`src/rvPkg.sv`:
```
package rvPkg;

  typedef logic [31:0] word;

  typedef enum logic [6:0] {
    opLui    = 7'b0110111,
    opAuipc  = 7'b0010111,
    opJal    = 7'b1101111,
    opJalr   = 7'b1100111,
    opBranch = 7'b1100011,
    opLoad   = 7'b0000011,
    opStore  = 7'b0100011,
    opImm    = 7'b0010011,
    opReg    = 7'b0110011,
    opSystem = 7'b1110011
  } opcodeE;

  typedef enum logic [3:0] {
    aluAdd   = 4'd0,
    aluSub   = 4'd1,
    aluAnd   = 4'd2,
    aluOr    = 4'd3,
    aluXor   = 4'd4,
    aluSlt   = 4'd5,
    aluPassB = 4'd6
  } aluOpE;

  typedef enum logic [2:0] {
    immI = 3'd0,
    immS = 3'd1,
    immB = 3'd2,
    immU = 3'd3,
    immJ = 3'd4
  } immTypeE;

  typedef enum logic [1:0] {
    wbMem  = 2'd0,
    wbAlu  = 2'd1,
    wbLink = 2'd2
  } wbSelE;

  // Full encoding of the only supported SYSTEM instruction.
  localparam word EbreakWord = 32'h00100073;

  localparam logic [6:0] funct7Base = 7'b0000000;
  localparam logic [6:0] funct7Alt  = 7'b0100000;

endpackage

```
`src/rvRegFile.sv`:
```
`timescale 1ns/100ps

module rvRegFile (
  input  logic       clk,
  input  logic       rstN,
  input  logic       wen,
  input  logic [4:0] waddr,
  input  logic [4:0] raddr1,
  input  logic [4:0] raddr2,
  input  rvPkg::word wdata,
  output rvPkg::word rdata1,
  output rvPkg::word rdata2
);
  import rvPkg::*;

  word regs [32];

  always_ff @(posedge clk) begin
    if (!rstN) begin
      for (int i = 0; i < 32; i++) begin
        regs[i] <= '0;
      end
    end else if (wen && (waddr != 5'd0)) begin
      regs[waddr] <= wdata; // x0 never written.
    end
  end

  assign rdata1 = regs[raddr1];
  assign rdata2 = regs[raddr2];

endmodule
```
`config.mk`:
```
export PLATFORM = sky130hd
export DESIGN_NAME = rvRegFile
export DESIGN_NICKNAME = d
export VERILOG_FILES = /design/src/rvPkg.sv /design/src/rvRegFile.sv
export SDC_FILE = /design/constraint.sdc
export NUM_CORES = 2
export LEC_CHECK = 0
export BUFFER_PORTS_ARGS = -buffer_cell sky130_fd_sc_hd__buf_4
export CAP_MARGIN = 20
export CORE_MARGIN = 5
export CORE_UTILIZATION = 50
export CTS_BUF_LIST = sky130_fd_sc_hd__clkbuf_8 sky130_fd_sc_hd__clkbuf_16
export DETAILED_ROUTE_END_ITERATION = 12
export PLACE_DENSITY = 0.68
export SYNTH_ARGS = -nofsm -noshare
export SYNTH_HDL_FRONTEND = slang
export SYNTH_SLANG_ARGS = --single-unit
```
`constraint.sdc`:
```
create_clock -name clk -period 4 [get_ports clk]
set_clock_uncertainty 0.05 [all_clocks]
set_input_delay 0.6 -clock clk [delete_from_list [all_inputs] [get_ports clk]]
set_output_delay 0.6 -clock clk [all_outputs]
set_load 0.1 [all_outputs]
```
==> metrics.cfg <==
[synth]
syn_area_um2 = 55700
synth_area_leaders = edfxtp_1 (55%), mux2i_1 (18%), and2_1 (11%)
synth_largest_area_cell = edfxtp_1
yosysTopAreaCellShare = 0.552
yosys_warnings = 0
synth.distinct_cells = 32
synthFlopType = edfxtp_1
seq_area_frac_synth = 0.552
async_flop_share = 0
synthCells = 4609
avgSynthCellArea_um2 = 12.1
synth_edf_count = 1024
ys_seq_elements = 1024

[finish]
final_cell_mix = mux2i_1 (1024), edfxtp_1 (1024), and2_1 (992), buf_4 (294), nand2_1 (194)
layout-drive-gt1-share = 0.122
nets = 4695
final-seq-area_um2 = 30700
fin_util = 0.568
largest_register_ffs = 1024
largest_register = regs
multiInputGateArea_um2 = 23600
syn_to_final_growth_pct = 12.9
n_fill_cell = 8962
final_area_um2 = 62900
fin_cells = 6232
reg_top3 = regs: 1024 flops

[route]
dr.first_iter.drc_count = 5285
drc_errors = 0
drt-pass1-iter-count = 5
postRouteAntennaNets = 0
vias = 39600
vias_per_cell = 6.36
post_drt_wl_per_cell_um = 30.4
totalWireLength_um = 189000

[place]
gp_congestion = 0.864
place_inst = 6019
placed_area_um2 = 59300
port_buffers = 113
hpwl_um = 114000

[power]
p_per_area_nw_per_um2 = 426
ir_worst_vdd_mv = 0.345
leakagePower_uw = 0.0247
power.total_uw = 26800

[floorplanning]
io_pins = 114
die-area_um2 = 118000
die_h_um = 344
num_rows = 122
coreArea_um2 = 111000
start_util = 0.503
die_x_um = 344

[cts]
clk_pin_slew_ps = 60
ctsResizeCount = 0
cts_buffers = 112
cts_tree = yes
clock_path_buffers = 3
postCtsHoldBufs = 0
cts.sinks = 1024
root_buffer = clkbuf_16
htree_levels = 3
postCtsSetupBuffers = 0

[critical_path]
startpoint = raddr1[1]
critPathCapture = rdata1[2]
required_ps = 3350
cp.arrival_ps = 2770
crit_fanout = 32
critPathKind = in2out
cp-start-kind = input pin
crit_path_end_kind = output port

[timing]
worstMarginPinSlew_ps = 971
rsz0062_at_grt = no
fmax_mhz = 292
fin_crit_ps = 3420
finalCritPeriodShare = 0.855
worst_hold_slack_ps = 334
slew_viol_final = 0
setup_viol = 0
relSlewSlack = 0.351
finalHoldViolCount = 0

[global_routing]
grt_max_degree = 58
track_usage = 0.314
antenna_found_initial = 15
grt_pass1_vias = 39000
grt_pass1_wl_um = 270000
grt_overflow = 0

[flow_run]
max-cap-violations = 0

[min_path]
hp-class = in2reg

[status]
status = finished, final reports clean

-- worst min-delay path by stage --
stage / start / end / cells past startpoint / slack, ps
floorplan: wdata[31] / regs[1][31]$_SDFFCE_PN0P_ / 1 / 750
global placement: wdata[3] / regs[27][3]$_SDFFCE_PN0P_ / 2 / 1040
detailed placement: wdata[22] / regs[31][22]$_SDFFCE_PN0P_ / 2 / 1050
CTS: wdata[3] / regs[31][3]$_SDFFCE_PN0P_ / 2 / 310
global route: wdata[19] / regs[9][19]$_SDFFCE_PN0P_ / 2 / 350
finish: wdata[3] / regs[31][3]$_SDFFCE_PN0P_ / 2 / 330
-- synthesized netlist by cell type (2+ instances only) --
library cell,n
edfxtp_1,1024
mux2i_1,1024
and2_1,994
clkbuf_1,254
nand2_1,196
nand3_1,193
a21oi_1,192
a22oi_1,192
a22o_1,128
buf_2,82
a31oi_1,64
nor3_1,64
buf_4,60
buf_1,33
o21ai_0,31
nor2_1,23
clkbuf_2,18
nor2_2,7
nor2_4,5
nand2b_1,4
nor2b_1,4
buf_6,3
nand3b_1,3
or2_2,2
or3b_1,2
-- layout make-up --
cell class / count / area share
Clock inverter: 88 / 0.00983
Multi-Input combinational cell: 3165 / 0.375
Clock buffer: 117 / 0.0466
Timing Repair Buffer: 341 / 0.0499
Antenna cell: 8 / 0.000318
Sequential cell: 1024 / 0.489
Tap cell: 1488 / 0.0296
Inverter: 1 / 0.0000597
-- per-stage QoR --
stage	worst slack (ps)	setup TNS, ps
floorplan	-1.41	-90.3
global placement	630	0
detailed placement	629	0
CTS	629	0
global route	511	0
finish	578	0
-- logic make-up after synthesis --
logic type	after synthesis	synth area share
AO/OA/AOI/OAI	607	0.0732
buffers and inverters	451	0.0371
AND/OR/NAND/NOR	1502	0.154
flip-flops	1024	0.552
multiplexers	1024	0.184
other	1	0.0000673
-- worst max-delay path, stage by stage --
cell,delay (ps)
buf_8,150
buf_4,440
buf_4,560
mux2i_1,150
a22oi_1,210
nand3_1,100
nand3_1,150
buf_4,320
-- layer usage --
layer  global-route usage  wire [µm]
met1                0.441      76200
met5                    0          0
met3               0.0592      19800
met4                0.120       7370
met2                0.486      86000
-- power by group --
part	switching [µW]	leakage (µW)	internal, µW	total (µW)
clock	4390	0.00184	5810	10200
combinational	2730	0.0132	1160	3890
sequential	319	0.00975	12400	12700
Power figures use the tool's default switching activity.
