File: src/rvPkg.sv
package rvPkg;

  typedef logic [31:0] word;

  typedef enum logic [6:0] {
    opLui    = 7'b0110111,
    opAuipc  = 7'b0010111,
    opJal    = 7'b1101111,
    opJalr   = 7'b1100111,
    opBranch = 7'b1100011,
    opLoad   = 7'b0000011,
    opStore  = 7'b0100011,
    opImm    = 7'b0010011,
    opReg    = 7'b0110011,
    opSystem = 7'b1110011
  } opcodeE;

  typedef enum logic [3:0] {
    aluAdd   = 4'd0,
    aluSub   = 4'd1,
    aluAnd   = 4'd2,
    aluOr    = 4'd3,
    aluXor   = 4'd4,
    aluSlt   = 4'd5,
    aluPassB = 4'd6
  } aluOpE;

  typedef enum logic [2:0] {
    immI = 3'd0,
    immS = 3'd1,
    immB = 3'd2,
    immU = 3'd3,
    immJ = 3'd4
  } immTypeE;

  typedef enum logic [1:0] {
    wbMem  = 2'd0,
    wbAlu  = 2'd1,
    wbLink = 2'd2
  } wbSelE;

  // Full encoding of the only supported SYSTEM instruction.
  localparam word EbreakWord = 32'h00100073;

  localparam logic [6:0] funct7Base = 7'b0000000;
  localparam logic [6:0] funct7Alt  = 7'b0100000;

endpackage

File: src/rvAlu.sv
`timescale 1ns/100ps

module rvAlu (
  input  rvPkg::word   a,
  input  rvPkg::word   b,
  input  rvPkg::aluOpE aluOp,
  output rvPkg::word   result,
  output logic         equal
);
  import rvPkg::*;

  word sum;
  word diff;

  assign sum  = a + b;
  assign diff = a - b;

  always_comb begin
    case (aluOp)
      aluAdd:   result = sum;
      aluSub:   result = diff;
      aluAnd:   result = a & b;
      aluOr:    result = a | b;
      aluXor:   result = a ^ b;
      aluSlt:   result = {31'b0, $signed(a) < $signed(b)};
      aluPassB: result = b;
      default:  result = sum;
    endcase
  end

  // Branch condition flag.
  assign equal = (a == b);

endmodule

File: config.mk
export PLATFORM = sky130hd
export DESIGN_NAME = rvAlu
export DESIGN_NICKNAME = d
export VERILOG_FILES = /design/src/rvPkg.sv /design/src/rvAlu.sv
export SDC_FILE = /design/constraint.sdc
export NUM_CORES = 1
export LEC_CHECK = 0
export ABC_AREA = 1
export ABC_CLOCK_PERIOD_IN_PS = 3150
export BUFFER_PORTS_ARGS = -buffer_cell sky130_fd_sc_hd__buf_2
export CAP_MARGIN = 20
export CORE_ASPECT_RATIO = 1.75
export CORE_UTILIZATION = 35
export DETAILED_ROUTE_END_ITERATION = 10
export GPL_ROUTABILITY_DRIVEN = 1
export PLACE_DENSITY = 0.57
export SLEW_MARGIN = 20
export SYNTH_ARGS = -nofsm -noshare
export SYNTH_HDL_FRONTEND = slang
export SYNTH_SLANG_ARGS = --single-unit
File: constraint.sdc
create_clock -name vclk -period 3.15
set_input_delay 0.4725 -clock vclk [all_inputs]
set_output_delay 0.4725 -clock vclk [all_outputs]
set_load 0.1 [all_outputs]
==> summary.md <==
| Metric | Value |
|---|---|
| Gate power share | 100.0% |
| Synth Instances | 1185 |
| Synthesized area | about 0.006 mm^2 |
| Total GRT Usage | a little over 30% |
| Final #Nets | roughly 1.6k |
| Wire per inst | 17.1 um |
| Synth-to-Final Area Change | 38.3% |
| Slew HR | approximately three fifths |
| Register Area | 0 um^2 |
| I/O pin count | 101 |
| Setup TNS | 0 ns |
| # clk buffers | 0 |
| Synth top area share | 20.9% |
| Flop pwr share | 0% |
| Routability cong. | 1.02 |
| Final core occ | 49.8% |
| ANT cells | 0 |
| CTS Hold Bufs | 0 |
| Total Routed Length | around 27000 um |
| Static leakage | approximately 5 nW |
| Largest net degree at the start of global routing | 20 |
| Initial DRT Pass Iterations | 5 |
| Crit Path Class | in -> out |
| Period utilisation layout | a little over nine tenths |
| # fillers | roughly 1.9k |
| Via-per-instance ratio | 5.20 |
| Run status | complete, no violations |
| Seq cells | 0 |
| Final ANT Viol Nets | 0 |
| DPL Wire Length | about 24000 um |
| Net Switching | 0.00154 W |
| Min Tclk post-route | between 3 and 4 ns |
| Crit end category | output pin |
| I/O Buffers | about 100 |
| CP Max Fanout | 8 |
| Worst slew pin tran | 0.607 ns |
| First-pass GRT wire length | around 42000 um |
| Fin. max-slew vios | 0 |
| Row count | 63 |
| CP arrival | 2.62 ns |
| GR Overflow Total | 0 |
| VDD IR max | 0.000284 V |
| Layout cell share with drive strength beyond 1 | between 20% and 30% |
| Critical Path RT | roughly 2.7 ns |
| First DRT Iteration DRCs | 387 |
| Area contributors post-synth | nand2_1 (21%), ha_1 (20%), inv_1 (14%) |
| Yosys cell types | 38 |
| Pwr per Cell Area | roughly 280 mW/mm^2 |
| Vias in the first global route | 8384 |
| Max capacitance violation total | 0 |
| Hold WC Path Type | in -> out |
| Worst setup SP type | input pin |
| Pint | about 0.00084 W |
| Register area share after synthesis | 0% |
| Die area | roughly 0.018 mm^2 |
| Fmax | 324 MHz |
| Switch share | 64.7% |
| Final Hold Vio Count | 0 |
| Die Height | about 180 um |
| Die width | a little over 100 um |
| Clock share of power | 0% |
| Mapped Nets | about 1.4k |
| Post-synth top area cell | nand2_1 |
| Synth warn | 0 |
| Vias | roughly 8.4k |
| Core area | 0.0170 mm^2 |
| Initial core utilization | 36.0% |
| Number of antenna violations at the first check in global routing | 0 |
| Final setup viols | 0 |
| DRC violations left | 0 |
| Avg Inst Size Synth | 5.18 um^2 |
| WHS | 1.40 ns |
## Yosys cell counts, types with 2 or more instances
cell type,instances
o21ai_0,40
inv_2,6
buf_1,2
inv_1,230
buf_4,8
o21bai_1,13
nand4_1,20
buf_2,20
fa_1,2
buf_6,3
nand2_2,3
a221oi_1,22
xor2_1,9
nor3_2,3
a21oi_1,78
nor2_1,104
clkbuf_1,8
nand3_1,120
ha_1,96
nor4_1,4
o311ai_0,2
o22ai_1,28
nor3_1,7
a21oi_2,2
nand2_1,342
## power by group through the flow
stage / clock (W) / sequential (W) / combinational [W]
floorplan: 0 / 0 / 0.00140
global placement: 0 / 0 / 0.00231
detailed placement: 0 / 0 / 0.00232
CTS: 0 / 0 / 0.00233
global route: 0 / 0 / 0.00253
finish: 0 / 0 / 0.00238
## critical path, stage by stage
cell and delay, ns:
buf_2 0.10, inv_1 0.06, ha_2 0.40, inv_2 0.10
nand2_1 0.13, nand2_1 0.08, nand2_1 0.08, nand3_2 0.17
nand2_1 0.15, nand3_1 0.19, nand2_1 0.14, nand3_1 0.09
nand3_1 0.11, nand3_1 0.12, buf_12 0.22
## per-stage QoR
| stage | instance area [um^2] | worst slack [ns] | power, W | std cells |
|---|---|---|---|---|
| floorplan | 6230 | -0.169 | 0.00140 | 1185 |
| detailed placement | 8310 | -0.0611 | 0.00232 | 1609 |
| finish | 8480 | 0.0607 | 0.00238 | 1609 |
| CTS | 8320 | 0.0353 | 0.00233 | 1609 |
| global placement | 8310 | -0.0470 | 0.00231 | 1609 |
| global route | 8480 | -0.0231 | 0.00253 | 1609 |
## cell families (layout without fill, tap and decap cells)
kind of cell	count (synthesis)	after routing	synth area share [%]
AOI/OAI and AO/OA	195	195	19.1
xor gates and xnor gates	9	9	1.28
adders and majority gates	98	98	20.2
buffers and inverters	277	474	18.2
and+or+nand+nor	606	606	41.2
## cell usage in the layout, fill, tap and decap left out, types with 2 or more instances in the layout
cell type	netlist	routed
nand3_1	120	110
inv_1	230	226
o22ai_1	28	28
nand2_2	3	10
o311ai_2	0	2
a21oi_1	78	71
ha_4	0	3
nor4_1	4	4
a221oi_1	22	22
buf_2	20	68
o21ai_1	1	5
nor2_1	104	93
nor3_1	7	6
o21bai_1	13	10
a21oi_2	2	7
buf_12	0	34
nand4_1	20	20
nor3_2	3	3
inv_2	6	9
nor2_2	0	10
buf_4	8	134
o21ai_0	40	36
nand3_2	0	10
xor2_1	9	9
a21oi_4	0	2
nand2_1	342	335
o21bai_2	0	3
ha_2	0	3
ha_1	96	90
## worst paths after layout
check,from,end,slack [ns],cells after the start
max,b[2],result[29],0.06,15
min,b[30],result[30],1.40,4
## final cells by class
| class | count | area [um^2] | area share (%) |
|---|---|---|---|
| Timing Repair Buffer | 238 | 2050 | 24.2 |
| Tap cell | 227 | 284 | 3.35 |
| Inverter | 236 | 898 | 10.6 |
| Multi-Input combinational cell | 908 | 5250 | 61.9 |
## layer usage
layer,share of wire [%],global-route usage [%]
met2,53,58.8
met1,33,27.7
met4,10,26.5
met5,0,0
met3,3.4,1.38
## repair_timing
item                                    CTS  global route
gates resized for setup                   3            48
pin swaps                                 0             2
buffers inserted                          0             0
cloned                                    0             0
endpoints found under the setup margin    4            22
No activity file was read; power rests on OpenSTA's default activity.
