--- src/rvPkg.sv ---
package rvPkg;

  typedef logic [31:0] word;

  typedef enum logic [6:0] {
    opLui    = 7'b0110111,
    opAuipc  = 7'b0010111,
    opJal    = 7'b1101111,
    opJalr   = 7'b1100111,
    opBranch = 7'b1100011,
    opLoad   = 7'b0000011,
    opStore  = 7'b0100011,
    opImm    = 7'b0010011,
    opReg    = 7'b0110011,
    opSystem = 7'b1110011
  } opcodeE;

  typedef enum logic [3:0] {
    aluAdd   = 4'd0,
    aluSub   = 4'd1,
    aluAnd   = 4'd2,
    aluOr    = 4'd3,
    aluXor   = 4'd4,
    aluSlt   = 4'd5,
    aluPassB = 4'd6
  } aluOpE;

  typedef enum logic [2:0] {
    immI = 3'd0,
    immS = 3'd1,
    immB = 3'd2,
    immU = 3'd3,
    immJ = 3'd4
  } immTypeE;

  typedef enum logic [1:0] {
    wbMem  = 2'd0,
    wbAlu  = 2'd1,
    wbLink = 2'd2
  } wbSelE;

  // Full encoding of the only supported SYSTEM instruction.
  localparam word EbreakWord = 32'h00100073;

  localparam logic [6:0] funct7Base = 7'b0000000;
  localparam logic [6:0] funct7Alt  = 7'b0100000;

endpackage

--- src/rvDecoder.sv ---
`timescale 1ns/100ps

module rvDecoder (
  input  rvPkg::word     inst,
  output rvPkg::immTypeE instType,
  output logic           regWrite,
  output logic           memWe,
  output logic           aluASel,
  output logic           aluBSel,
  output logic           jump,
  output logic           branch,
  output logic           branchNe,
  output logic           ebreak,
  output rvPkg::wbSelE   wbSel,
  output rvPkg::aluOpE   aluOp
);
  import rvPkg::*;

  opcodeE     opcode;
  logic [2:0] funct3;
  logic [6:0] funct7;

  assign opcode = opcodeE'(inst[6:0]);
  assign funct3 = inst[14:12];
  assign funct7 = inst[31:25];

  always_comb begin
    instType = immI;
    regWrite = 1'b0;
    memWe    = 1'b0;
    aluASel  = 1'b0;
    aluBSel  = 1'b0;
    jump     = 1'b0;
    branch   = 1'b0;
    branchNe = 1'b0;
    ebreak   = 1'b0;
    wbSel    = wbAlu;
    aluOp    = aluAdd;
    case (opcode)
      opLui: begin
        instType = immU;
        regWrite = 1'b1;
        aluBSel  = 1'b1;
        aluOp    = aluPassB; // Immediate straight through.
      end
      opAuipc: begin
        instType = immU;
        regWrite = 1'b1;
        aluASel  = 1'b1;
        aluBSel  = 1'b1;
      end
      opJal: begin
        instType = immJ;
        regWrite = 1'b1;
        jump     = 1'b1;
        aluASel  = 1'b1;
        aluBSel  = 1'b1;
        wbSel    = wbLink;
      end
      opJalr: begin
        regWrite = (funct3 == 3'b000);
        jump     = (funct3 == 3'b000);
        aluBSel  = 1'b1;
        wbSel    = wbLink;
      end
      opBranch: begin
        instType = immB;
        branch   = (funct3 == 3'b000) || (funct3 == 3'b001); // BEQ or BNE.
        branchNe = funct3[0];
        aluOp    = aluSub;
      end
      opLoad: begin
        regWrite = (funct3 == 3'b010); // Words only.
        aluBSel  = 1'b1;
        wbSel    = wbMem;
      end
      opStore: begin
        instType = immS;
        memWe    = (funct3 == 3'b010);
        aluBSel  = 1'b1;
      end
      opImm: begin
        aluBSel  = 1'b1;
        regWrite = 1'b1;
        case (funct3)
          3'b000:  aluOp = aluAdd;
          3'b010:  aluOp = aluSlt;
          3'b100:  aluOp = aluXor;
          3'b110:  aluOp = aluOr;
          3'b111:  aluOp = aluAnd;
          default: regWrite = 1'b0; // Shifts and SLTIU.
        endcase
      end
      opReg: begin
        regWrite = 1'b1;
        case ({funct7, funct3})
          {funct7Base, 3'b000}: aluOp = aluAdd;
          {funct7Alt, 3'b000}:  aluOp = aluSub;
          {funct7Base, 3'b010}: aluOp = aluSlt;
          {funct7Base, 3'b100}: aluOp = aluXor;
          {funct7Base, 3'b110}: aluOp = aluOr;
          {funct7Base, 3'b111}: aluOp = aluAnd;
          default:              regWrite = 1'b0;
        endcase
      end
      opSystem: ebreak = (inst == EbreakWord);
      default: ; // No-op.
    endcase
  end

endmodule

--- config.mk ---
export PLATFORM = sky130hd
export DESIGN_NAME = rvDecoder
export DESIGN_NICKNAME = d
export VERILOG_FILES = /design/src/rvPkg.sv /design/src/rvDecoder.sv
export SDC_FILE = /design/constraint.sdc
export NUM_CORES = 1
export LEC_CHECK = 0
export BUFFER_PORTS_ARGS = -buffer_cell sky130_fd_sc_hd__buf_2
export CAP_MARGIN = 40
export CORE_AREA = 5 5 42 44
export DETAILED_ROUTE_END_ITERATION = 10
export DIE_AREA = 0 0 47 49
export PLACE_DENSITY = 0.89
export SYNTH_ARGS = -nofsm -noshare
export SYNTH_HDL_FRONTEND = slang
export SYNTH_SLANG_ARGS = --single-unit
--- constraint.sdc ---
create_clock -name vclk -period 2.8
set_input_delay 0.14 -clock vclk [all_inputs]
set_output_delay 0.14 -clock vclk [all_outputs]
set_load 0.03 [all_outputs]
==> impl_results.md <==
- Status: finished clean
- GR Overflow Total: 0
- Unique masters post-synth: 39
- GP Congestion: 0.795
- Final worst slack: 1.21 ns
- Initial antenna violation count: 0
- DRC violation count after routing: 0
- Tcrit/Tclk final: 0.569
- Most frequent CP cell: buf_2
- FP Rows: 14
- Vias in the first global route: 643
- Filler cells: 150
- Total power: 67.4 µW
- Via count: 636
- Final nets: 140
- PwrDens: 99.5 nW/µm²
- Maxcap violations: 0
- Syn Nets: 94
- Clkbuf count: 0
- Final setup vio count: 0
- Final TNS setup: 0 ns
- Final slew viol count: 0
- Slowest stage delay, CP: 0.40 ns
- Post-route ant nets: 0
- Die area: 2300 µm²
- Area of the mapped netlist: 439 µm²
- CP Capture Type: primary output
- Die width: 47 µm
- Routed wire length per instance: 13.0 µm
- Starting DRT DRC Count: 10
- Pre-Repair DR Iteration Count: 4
- Num ports: 49
- Placed cell area: 677 µm²
- Core Box Area: 1400 µm²
- Worst hold path type: in2out
- Pre-CTS WS: 1.21 ns
- Post-CTS Setup Inserts: 0
- Crit path DAT: 1.45 ns
- Clock period minus worst slack: 1.59 ns
- Fmax: 628 MHz
- Kind of critical path: in2out
- RSZ-0062 raised after global routing: no
- Commonest non-fill, non-tap cell in the layout: buf_2
- Cells after Synth: 62
- Max Fanout on Critical Path: 7
- Register area: 0 µm²
- Avg Inst Size Synth: 7.08 µm²
- Commonest cells after routing, fill and taps aside: buf_2 (48), nor2_1 (8), nand2_1 (6), nor3_1 (4), nor4b_1 (3)
- Syn. warnings: 0
- Worst path required time: 2.66 ns
- Critical path origin: inst[3]
- Largest net degree at the start of global routing: 10
- Drt total wl: 1.59 mm
- Seq/Total Area, Yosys: 0
- Initial Util: 0.313
- Worst Setup EP: regWrite
- GRT Overall Usage: 0.141
- # hold bufs at CTS: 0
- VDD IR-drop max: 0.0473 mV
- ANT cells: 0
- Finished Cell Area: 677 µm²
- I/O Buffers: 48
- Slowest cell on the critical path: and4bb_4
- First-pass GRT wire length: 2.69 mm
- Worst path cell trace: buf_2 -> and4bb_4 -> nand4_4 -> or3_1 -> nand4b_1 -> buf_2
- Pleak: 0.348 nW
- Minimum hold slack: 0.616 ns
- Area Overhead vs Synth: 54.1%
- Hpwl dp: 1.41 mm
- FFs & Latches: 0
- Startpoint Class: input port
- Via density: 5.21
- Final hold violations: 0
- Share of cells above drive strength 1: 0.528
- Die Y: 49 µm
- Post-CTS Resized: 0
==> through the flow <==
step,std cells,util
finish,122,0.483
global route,122,0.483
CTS,122,0.483
detailed placement,122,0.483
global placement,122,0.483
floorplan,62,-
==> synth_stat cells (2+ instances only) <==
cell,number,area (µm²)
nor2_1,8,30.0
buf_2,2,10.0
nand2_1,6,22.5
nor4b_1,3,26.3
o21bai_1,2,15.0
nor3b_1,2,15.0
o21a_1,2,15.0
nand3b_1,2,15.0
o21ai_0,2,10.0
nor3_1,4,20.0
==> critical path, delay by kind of cell <==
kind / cells / cell delay, ns
buffers and inverters: 2 / 0.33
and+or+nand+nor: 4 / 0.98
==> worst min-delay path by stage <==
stage | startpoint | end | slack, ns | cells past startpoint
CTS | inst[2] | aluBSel | 0.62 | 3
floorplan | inst[6] | memWe | 0.39 | 1
global placement | inst[2] | aluBSel | 0.61 | 3
finish | inst[2] | aluBSel | 0.62 | 3
detailed placement | inst[2] | aluBSel | 0.61 | 3
global route | inst[2] | aluBSel | 0.64 | 3
==> cell type report <==
cell class | count | area, µm² | area share
timing repair buffer | 48 | 240 | 0.355
multi-input combinational | 58 | 417 | 0.616
tap | 16 | 20.0 | 0.0296
==> layer usage <==
layer,global-route usage,vias to the layer above,share of wire
li1,-,330,-
met1,0.183,277,0.39
met2,0.253,29,0.51
met3,0.0148,0,0.11
met4,0.00461,0,0
met5,0,-,0
==> logic make-up (layout without fill, tap and decap cells) <==
logic type,after synthesis,count (layout),synth area share
compound gates,15,15,0.271
xor+xnor,1,1,0.0199
buf+inv,4,48,0.0513
mux,1,1,0.0228
other cells,1,1,0.00854
simple gates,40,40,0.627
==> power by group <==
part	internal [mW]	switching, mW	total [mW]
logic	0.0296	0.0377	0.0674
clock network	0	0	0
registers	0	0	0
Note: power is estimated with default switching activity, not from simulation.
