===== src/rvPkg.sv =====
package rvPkg;

  typedef logic [31:0] word;

  typedef enum logic [6:0] {
    opLui    = 7'b0110111,
    opAuipc  = 7'b0010111,
    opJal    = 7'b1101111,
    opJalr   = 7'b1100111,
    opBranch = 7'b1100011,
    opLoad   = 7'b0000011,
    opStore  = 7'b0100011,
    opImm    = 7'b0010011,
    opReg    = 7'b0110011,
    opSystem = 7'b1110011
  } opcodeE;

  typedef enum logic [3:0] {
    aluAdd   = 4'd0,
    aluSub   = 4'd1,
    aluAnd   = 4'd2,
    aluOr    = 4'd3,
    aluXor   = 4'd4,
    aluSlt   = 4'd5,
    aluPassB = 4'd6
  } aluOpE;

  typedef enum logic [2:0] {
    immI = 3'd0,
    immS = 3'd1,
    immB = 3'd2,
    immU = 3'd3,
    immJ = 3'd4
  } immTypeE;

  typedef enum logic [1:0] {
    wbMem  = 2'd0,
    wbAlu  = 2'd1,
    wbLink = 2'd2
  } wbSelE;

  // Full encoding of the only supported SYSTEM instruction.
  localparam word EbreakWord = 32'h00100073;

  localparam logic [6:0] funct7Base = 7'b0000000;
  localparam logic [6:0] funct7Alt  = 7'b0100000;

endpackage


===== src/rvImmGen.sv =====
`timescale 1ns/100ps

module rvImmGen (
  input  rvPkg::word     inst,
  input  rvPkg::immTypeE instType,
  output rvPkg::word     imm
);
  import rvPkg::*;

  always_comb begin
    case (instType)
      immI: imm = {{20{inst[31]}}, inst[31:20]};
      immS: imm = {{20{inst[31]}}, inst[31:25], inst[11:7]};
      immB: imm = {{19{inst[31]}}, inst[31], inst[7], inst[30:25], inst[11:8], 1'b0};
      immU: imm = {inst[31:12], 12'b0};
      immJ: imm = {{11{inst[31]}}, inst[31], inst[19:12], inst[20], inst[30:21], 1'b0};
      default: imm = '0;
    endcase
  end

endmodule


===== config.mk =====
export PLATFORM = sky130hd
export DESIGN_NAME = rvImmGen
export DESIGN_NICKNAME = d
export VERILOG_FILES = /design/src/rvPkg.sv /design/src/rvImmGen.sv
export SDC_FILE = /design/constraint.sdc
export NUM_CORES = 1
export LEC_CHECK = 0
export BUFFER_PORTS_ARGS = -buffer_cell sky130_fd_sc_hd__buf_4
export CAP_MARGIN = 25
export CORE_UTILIZATION = 34
export DETAILED_ROUTE_END_ITERATION = 7
export GPL_TIMING_DRIVEN = 0
export PLACE_DENSITY = 0.88
export RECOVER_POWER = 25
export SETUP_SLACK_MARGIN = 0.05
export SLEW_MARGIN = 30
export SYNTH_ARGS = -nofsm -noshare
export SYNTH_HDL_FRONTEND = slang
export SYNTH_SLANG_ARGS = --single-unit

===== constraint.sdc =====
create_clock -name vclk -period 1
set_input_delay 0.05 -clock vclk [all_inputs]
set_output_delay 0.05 -clock vclk [all_outputs]
set_load 0.02 [all_outputs]

==> metrics.txt, run 1 <==
initial antenna violation count 0; Inst Count DP 168; grt repair worst endpoint imm[28]; pin count of the biggest net entering global routing 11; Syn Area/Cell 5.75 um^2; Mapped Nets 129; stage reached 5_1_grt; DP HPWL roughly 1.6 mm; Error [ERROR DPL-0033] detailed placement checks failed during check placement.; area leader, netlist a21oi_1; share of the synthesized area in the top cell type about 16%; IO Count 67; status aborted with a tool error; most common cell in the synthesized netlist nand2_1; synthesized area 541 um^2; RePlAce Congestion 0.753; Chip Width 41.9 um; worst ep type top-level output; Synth top cells by count 22 x nand2_1, 17 x a21oi_1, 12 x o22ai_1; Hold-fix buffers, CTS 0; synth top area cells a21oi_1 16%, nand2_1 15%, o22ai_1 14%, mux2_2 8.3%, nor2b_1 8.1%; library cells used by synthesis 20; Seq/Total Area, Yosys 0%; port buffer count 58; chip height 41.9 um; Initial Utilization 36.3%; YS warnings 0; num rows 14; Mapped Cells 94
==> through the flow <==
| step | instance area, um^2 | setup slack [ns] | TNS [ns] |
|---|---|---|---|
| after floorplan | 598 | 0.00908 | 0 |
| after global placement | 1050 | -0.149 | -1.86 |
| after detailed placement | 1050 | -0.169 | -2.27 |
| after CTS | 1360 | -0.00000799 | -0.00000799 |
==> timing repair <==
| item | CTS |
|---|---|
| setup buffers | 4 |
| gates resized for setup | 67 |
| gates cloned | 4 |
| setup endpoints to repair | 24 |
| pin swaps | 14 |
==> kinds of logic after synthesis <==
group,share of synthesized area (%)
AND/OR/NAND/NOR,39.4
AO/OA/AOI/OAI,32.2
buffers and inverters,16.2
multiplexers,10.2
adder cells (fa/ha/maj),2.08
==> run 2: changes to the inputs <==
--- a/config.mk
+++ b/config.mk
@@ -7,12 +7,12 @@
 export LEC_CHECK = 0
 export BUFFER_PORTS_ARGS = -buffer_cell sky130_fd_sc_hd__buf_4
 export CAP_MARGIN = 25
-export CORE_UTILIZATION = 34
+export CORE_AREA = 2 2 63 65
 export DETAILED_ROUTE_END_ITERATION = 7
+export DIE_AREA = 0 0 65 67
 export GPL_TIMING_DRIVEN = 0
-export PLACE_DENSITY = 0.88
+export PLACE_DENSITY_LB_ADDON = 0.15
 export RECOVER_POWER = 25
-export SETUP_SLACK_MARGIN = 0.05
 export SLEW_MARGIN = 30
 export SYNTH_ARGS = -nofsm -noshare
 export SYNTH_HDL_FRONTEND = slang
==> metrics.txt, run 2 <==
status finished, final reports clean; Synth Area in Compound Gates around a third; critical path class primary input to output port; average wire per standard cell ~12 um; Syn Area/Cell 5.75 um^2; synthesized area 541 um^2; RePlAce Congestion between 0.6 and 0.7; CP dominant cell by count buf_6; post-synthesis xor/xnor area fraction 0%; Hold-fix buffers, CTS 0; Via density approximately 4.3; DRT Pass-1 Iters 4; clock buf count 0; Final nets 197; # setup viols final 0; Place WS -0.160 ns; Layout area overhead 145%; global routing usage on met3 less than 1%; largest family of logic cells by synthesized area simple AND/OR/NAND/NOR gates; Setup TNS 0 ns; synth top area cells a21oi_1 16%, nand2_1 15%, o22ai_1 14%, mux2_2 8.3%, nor2b_1 8.1%; library cells used by synthesis 20; Leak 0.642 nW; Peak VDD IR between 0.15 and 0.2 mV; num rows 22; Detailed Route WL roughly 2.6 mm; initial antenna violation count 0; Sw Pwr roughly 370 uW; fmax about 1000 MHz; Seq/Total Area, Yosys 0%; diode count 0; Crit path largest cell delay about 0.32 ns; # DRC 0; Mapped Nets roughly 130; Top delay family on crit path buffers and inverters; slowest stage cell, crit path maj3_2; IO Count 67; Post-Synth Simple-Gate Area 39.4%; GR peak layer met2; chip height 67 um; FF/Latch Area 0 um^2; grt ovf 0; sw frac 48.7%; worst path cell trace buf_12 > maj3_2 > nand2b_4 > buf_6 > nand2_2 > buf_6; DP HPWL between 1.5 and 2 mm; pin count of the biggest net entering global routing 11; post-route setup slack ~0.0035 ns; vias in the first global route 840; YS warnings 0; Mapped Cells 94; port buffer count 58; maxcap violations 0; most frequent cells in the layout 50 x buf_4, 17 x buf_6, 12 x nand2_1; Synth top cells by count 22 x nand2_1, 17 x a21oi_1, 12 x o22ai_1; Clock Power Share 0%; critical path capture point type output port; DR iter-0 viols 23; Least-Margin Pin Slew 0.485 ns; Buf/Inv on CP 3; Final Power 758 uW; hold violation total from the final report 0; sequential power share 0%; num sequential 0; Period Utilization, post-route 99.6%; Pwr Density 572 nW/um^2; Required @ worst endpoint 0.95 ns; unrepaired setup endpoints after global routing true; share of the synthesized area in the top cell type 15.7%; final design utilization 36.7%; global-route wire length before repair just under 4 mm; Die Area 4360 um^2; post-synthesis mux area share 10.2%; crit start category primary input; most common cell in the synthesized netlist nand2_1; Post-Synth Adder-Cell Area 2.08%; Hold/Removal Path Class primary input to output port; Overall Global Routing Usage between 10% and 20%; commonest non-fill, non-tap cell in the layout buf_4; Final Slew Violations 0; routing usage on met1 between 10% and 20%; Initial Utilization 15.0%; core box area 3610 um^2; crit path DAT between 0.9 and 1 ns; GR Layer Usage met2 22.3%; area leader, netlist a21oi_1; Final ANT Viol Nets 0; Tmin final 0.996 ns; Chip Width 65 um; CP max FO 5; via count 891; layout cell share with drive strength beyond 1 67.5%; Internal 389 uW; Slew HR 67.7%; smallest hold slack 0.391 ns; Comb pwr share 100.0%
[run 2: cell families (layout without fill, tap and decap cells)]
logic type,after synthesis,count (layout)
AO/OA/AOI/OAI,31,31
adder cells (fa/ha/maj),1,1
buffers and inverters,16,82
multiplexers,5,5
AND/OR/NAND/NOR,41,41
[run 2: repair_timing]
item	in CTS	in global routing
gates cloned	3	1
buffers inserted	3	2
endpoints found under the setup margin	24	28
pin swaps	6	6
resized for setup	49	21
[run 2: final timing paths]
check	slack, ns	cells after the start	from	to
max	0.004	6	instType[2]	imm[28]
min	0.39	3	instType[1]	imm[4]
[run 2: power by group through the flow]
stage	combinational, mW	sequential, mW	clock [mW]
2_1_floorplan	0.338	0	0
3_3_place_gp	0.616	0	0
3_5_place_dp	0.621	0	0
4_1_cts	0.724	0	0
5_1_grt	0.810	0	0
6_report	0.758	0	0
[run 2: tightest hold or removal path, stage by stage]
cell and delay [ns]:
buf_12 0.09, o22ai_2 0.05, buf_4 0.15
[run 2: routing by layer]
| layer | wire (um) | share of wire [%] |
|---|---|---|
| met5 | 0 | 0 |
| met2 | 1430 | 56 |
| met1 | 1060 | 41 |
| met4 | 0 | 0 |
| met3 | 87 | 3.4 |
[run 2: final cells by class]
type / count / area, um^2
plain buffers: 10 / 101
fillers: 403 / 2280
inverters: 5 / 18.8
multi-input cells: 78 / 572
well taps: 48 / 60.1
repair buffers: 67 / 572
[run 2: per-stage QoR]
step	instance area (um^2)	cells
global route	1320	208
global placement	1040	200
detailed placement	1040	200
finish	1320	208
floorplan	548	94
CTS	1230	206
(Power assumes the default switching activity.)
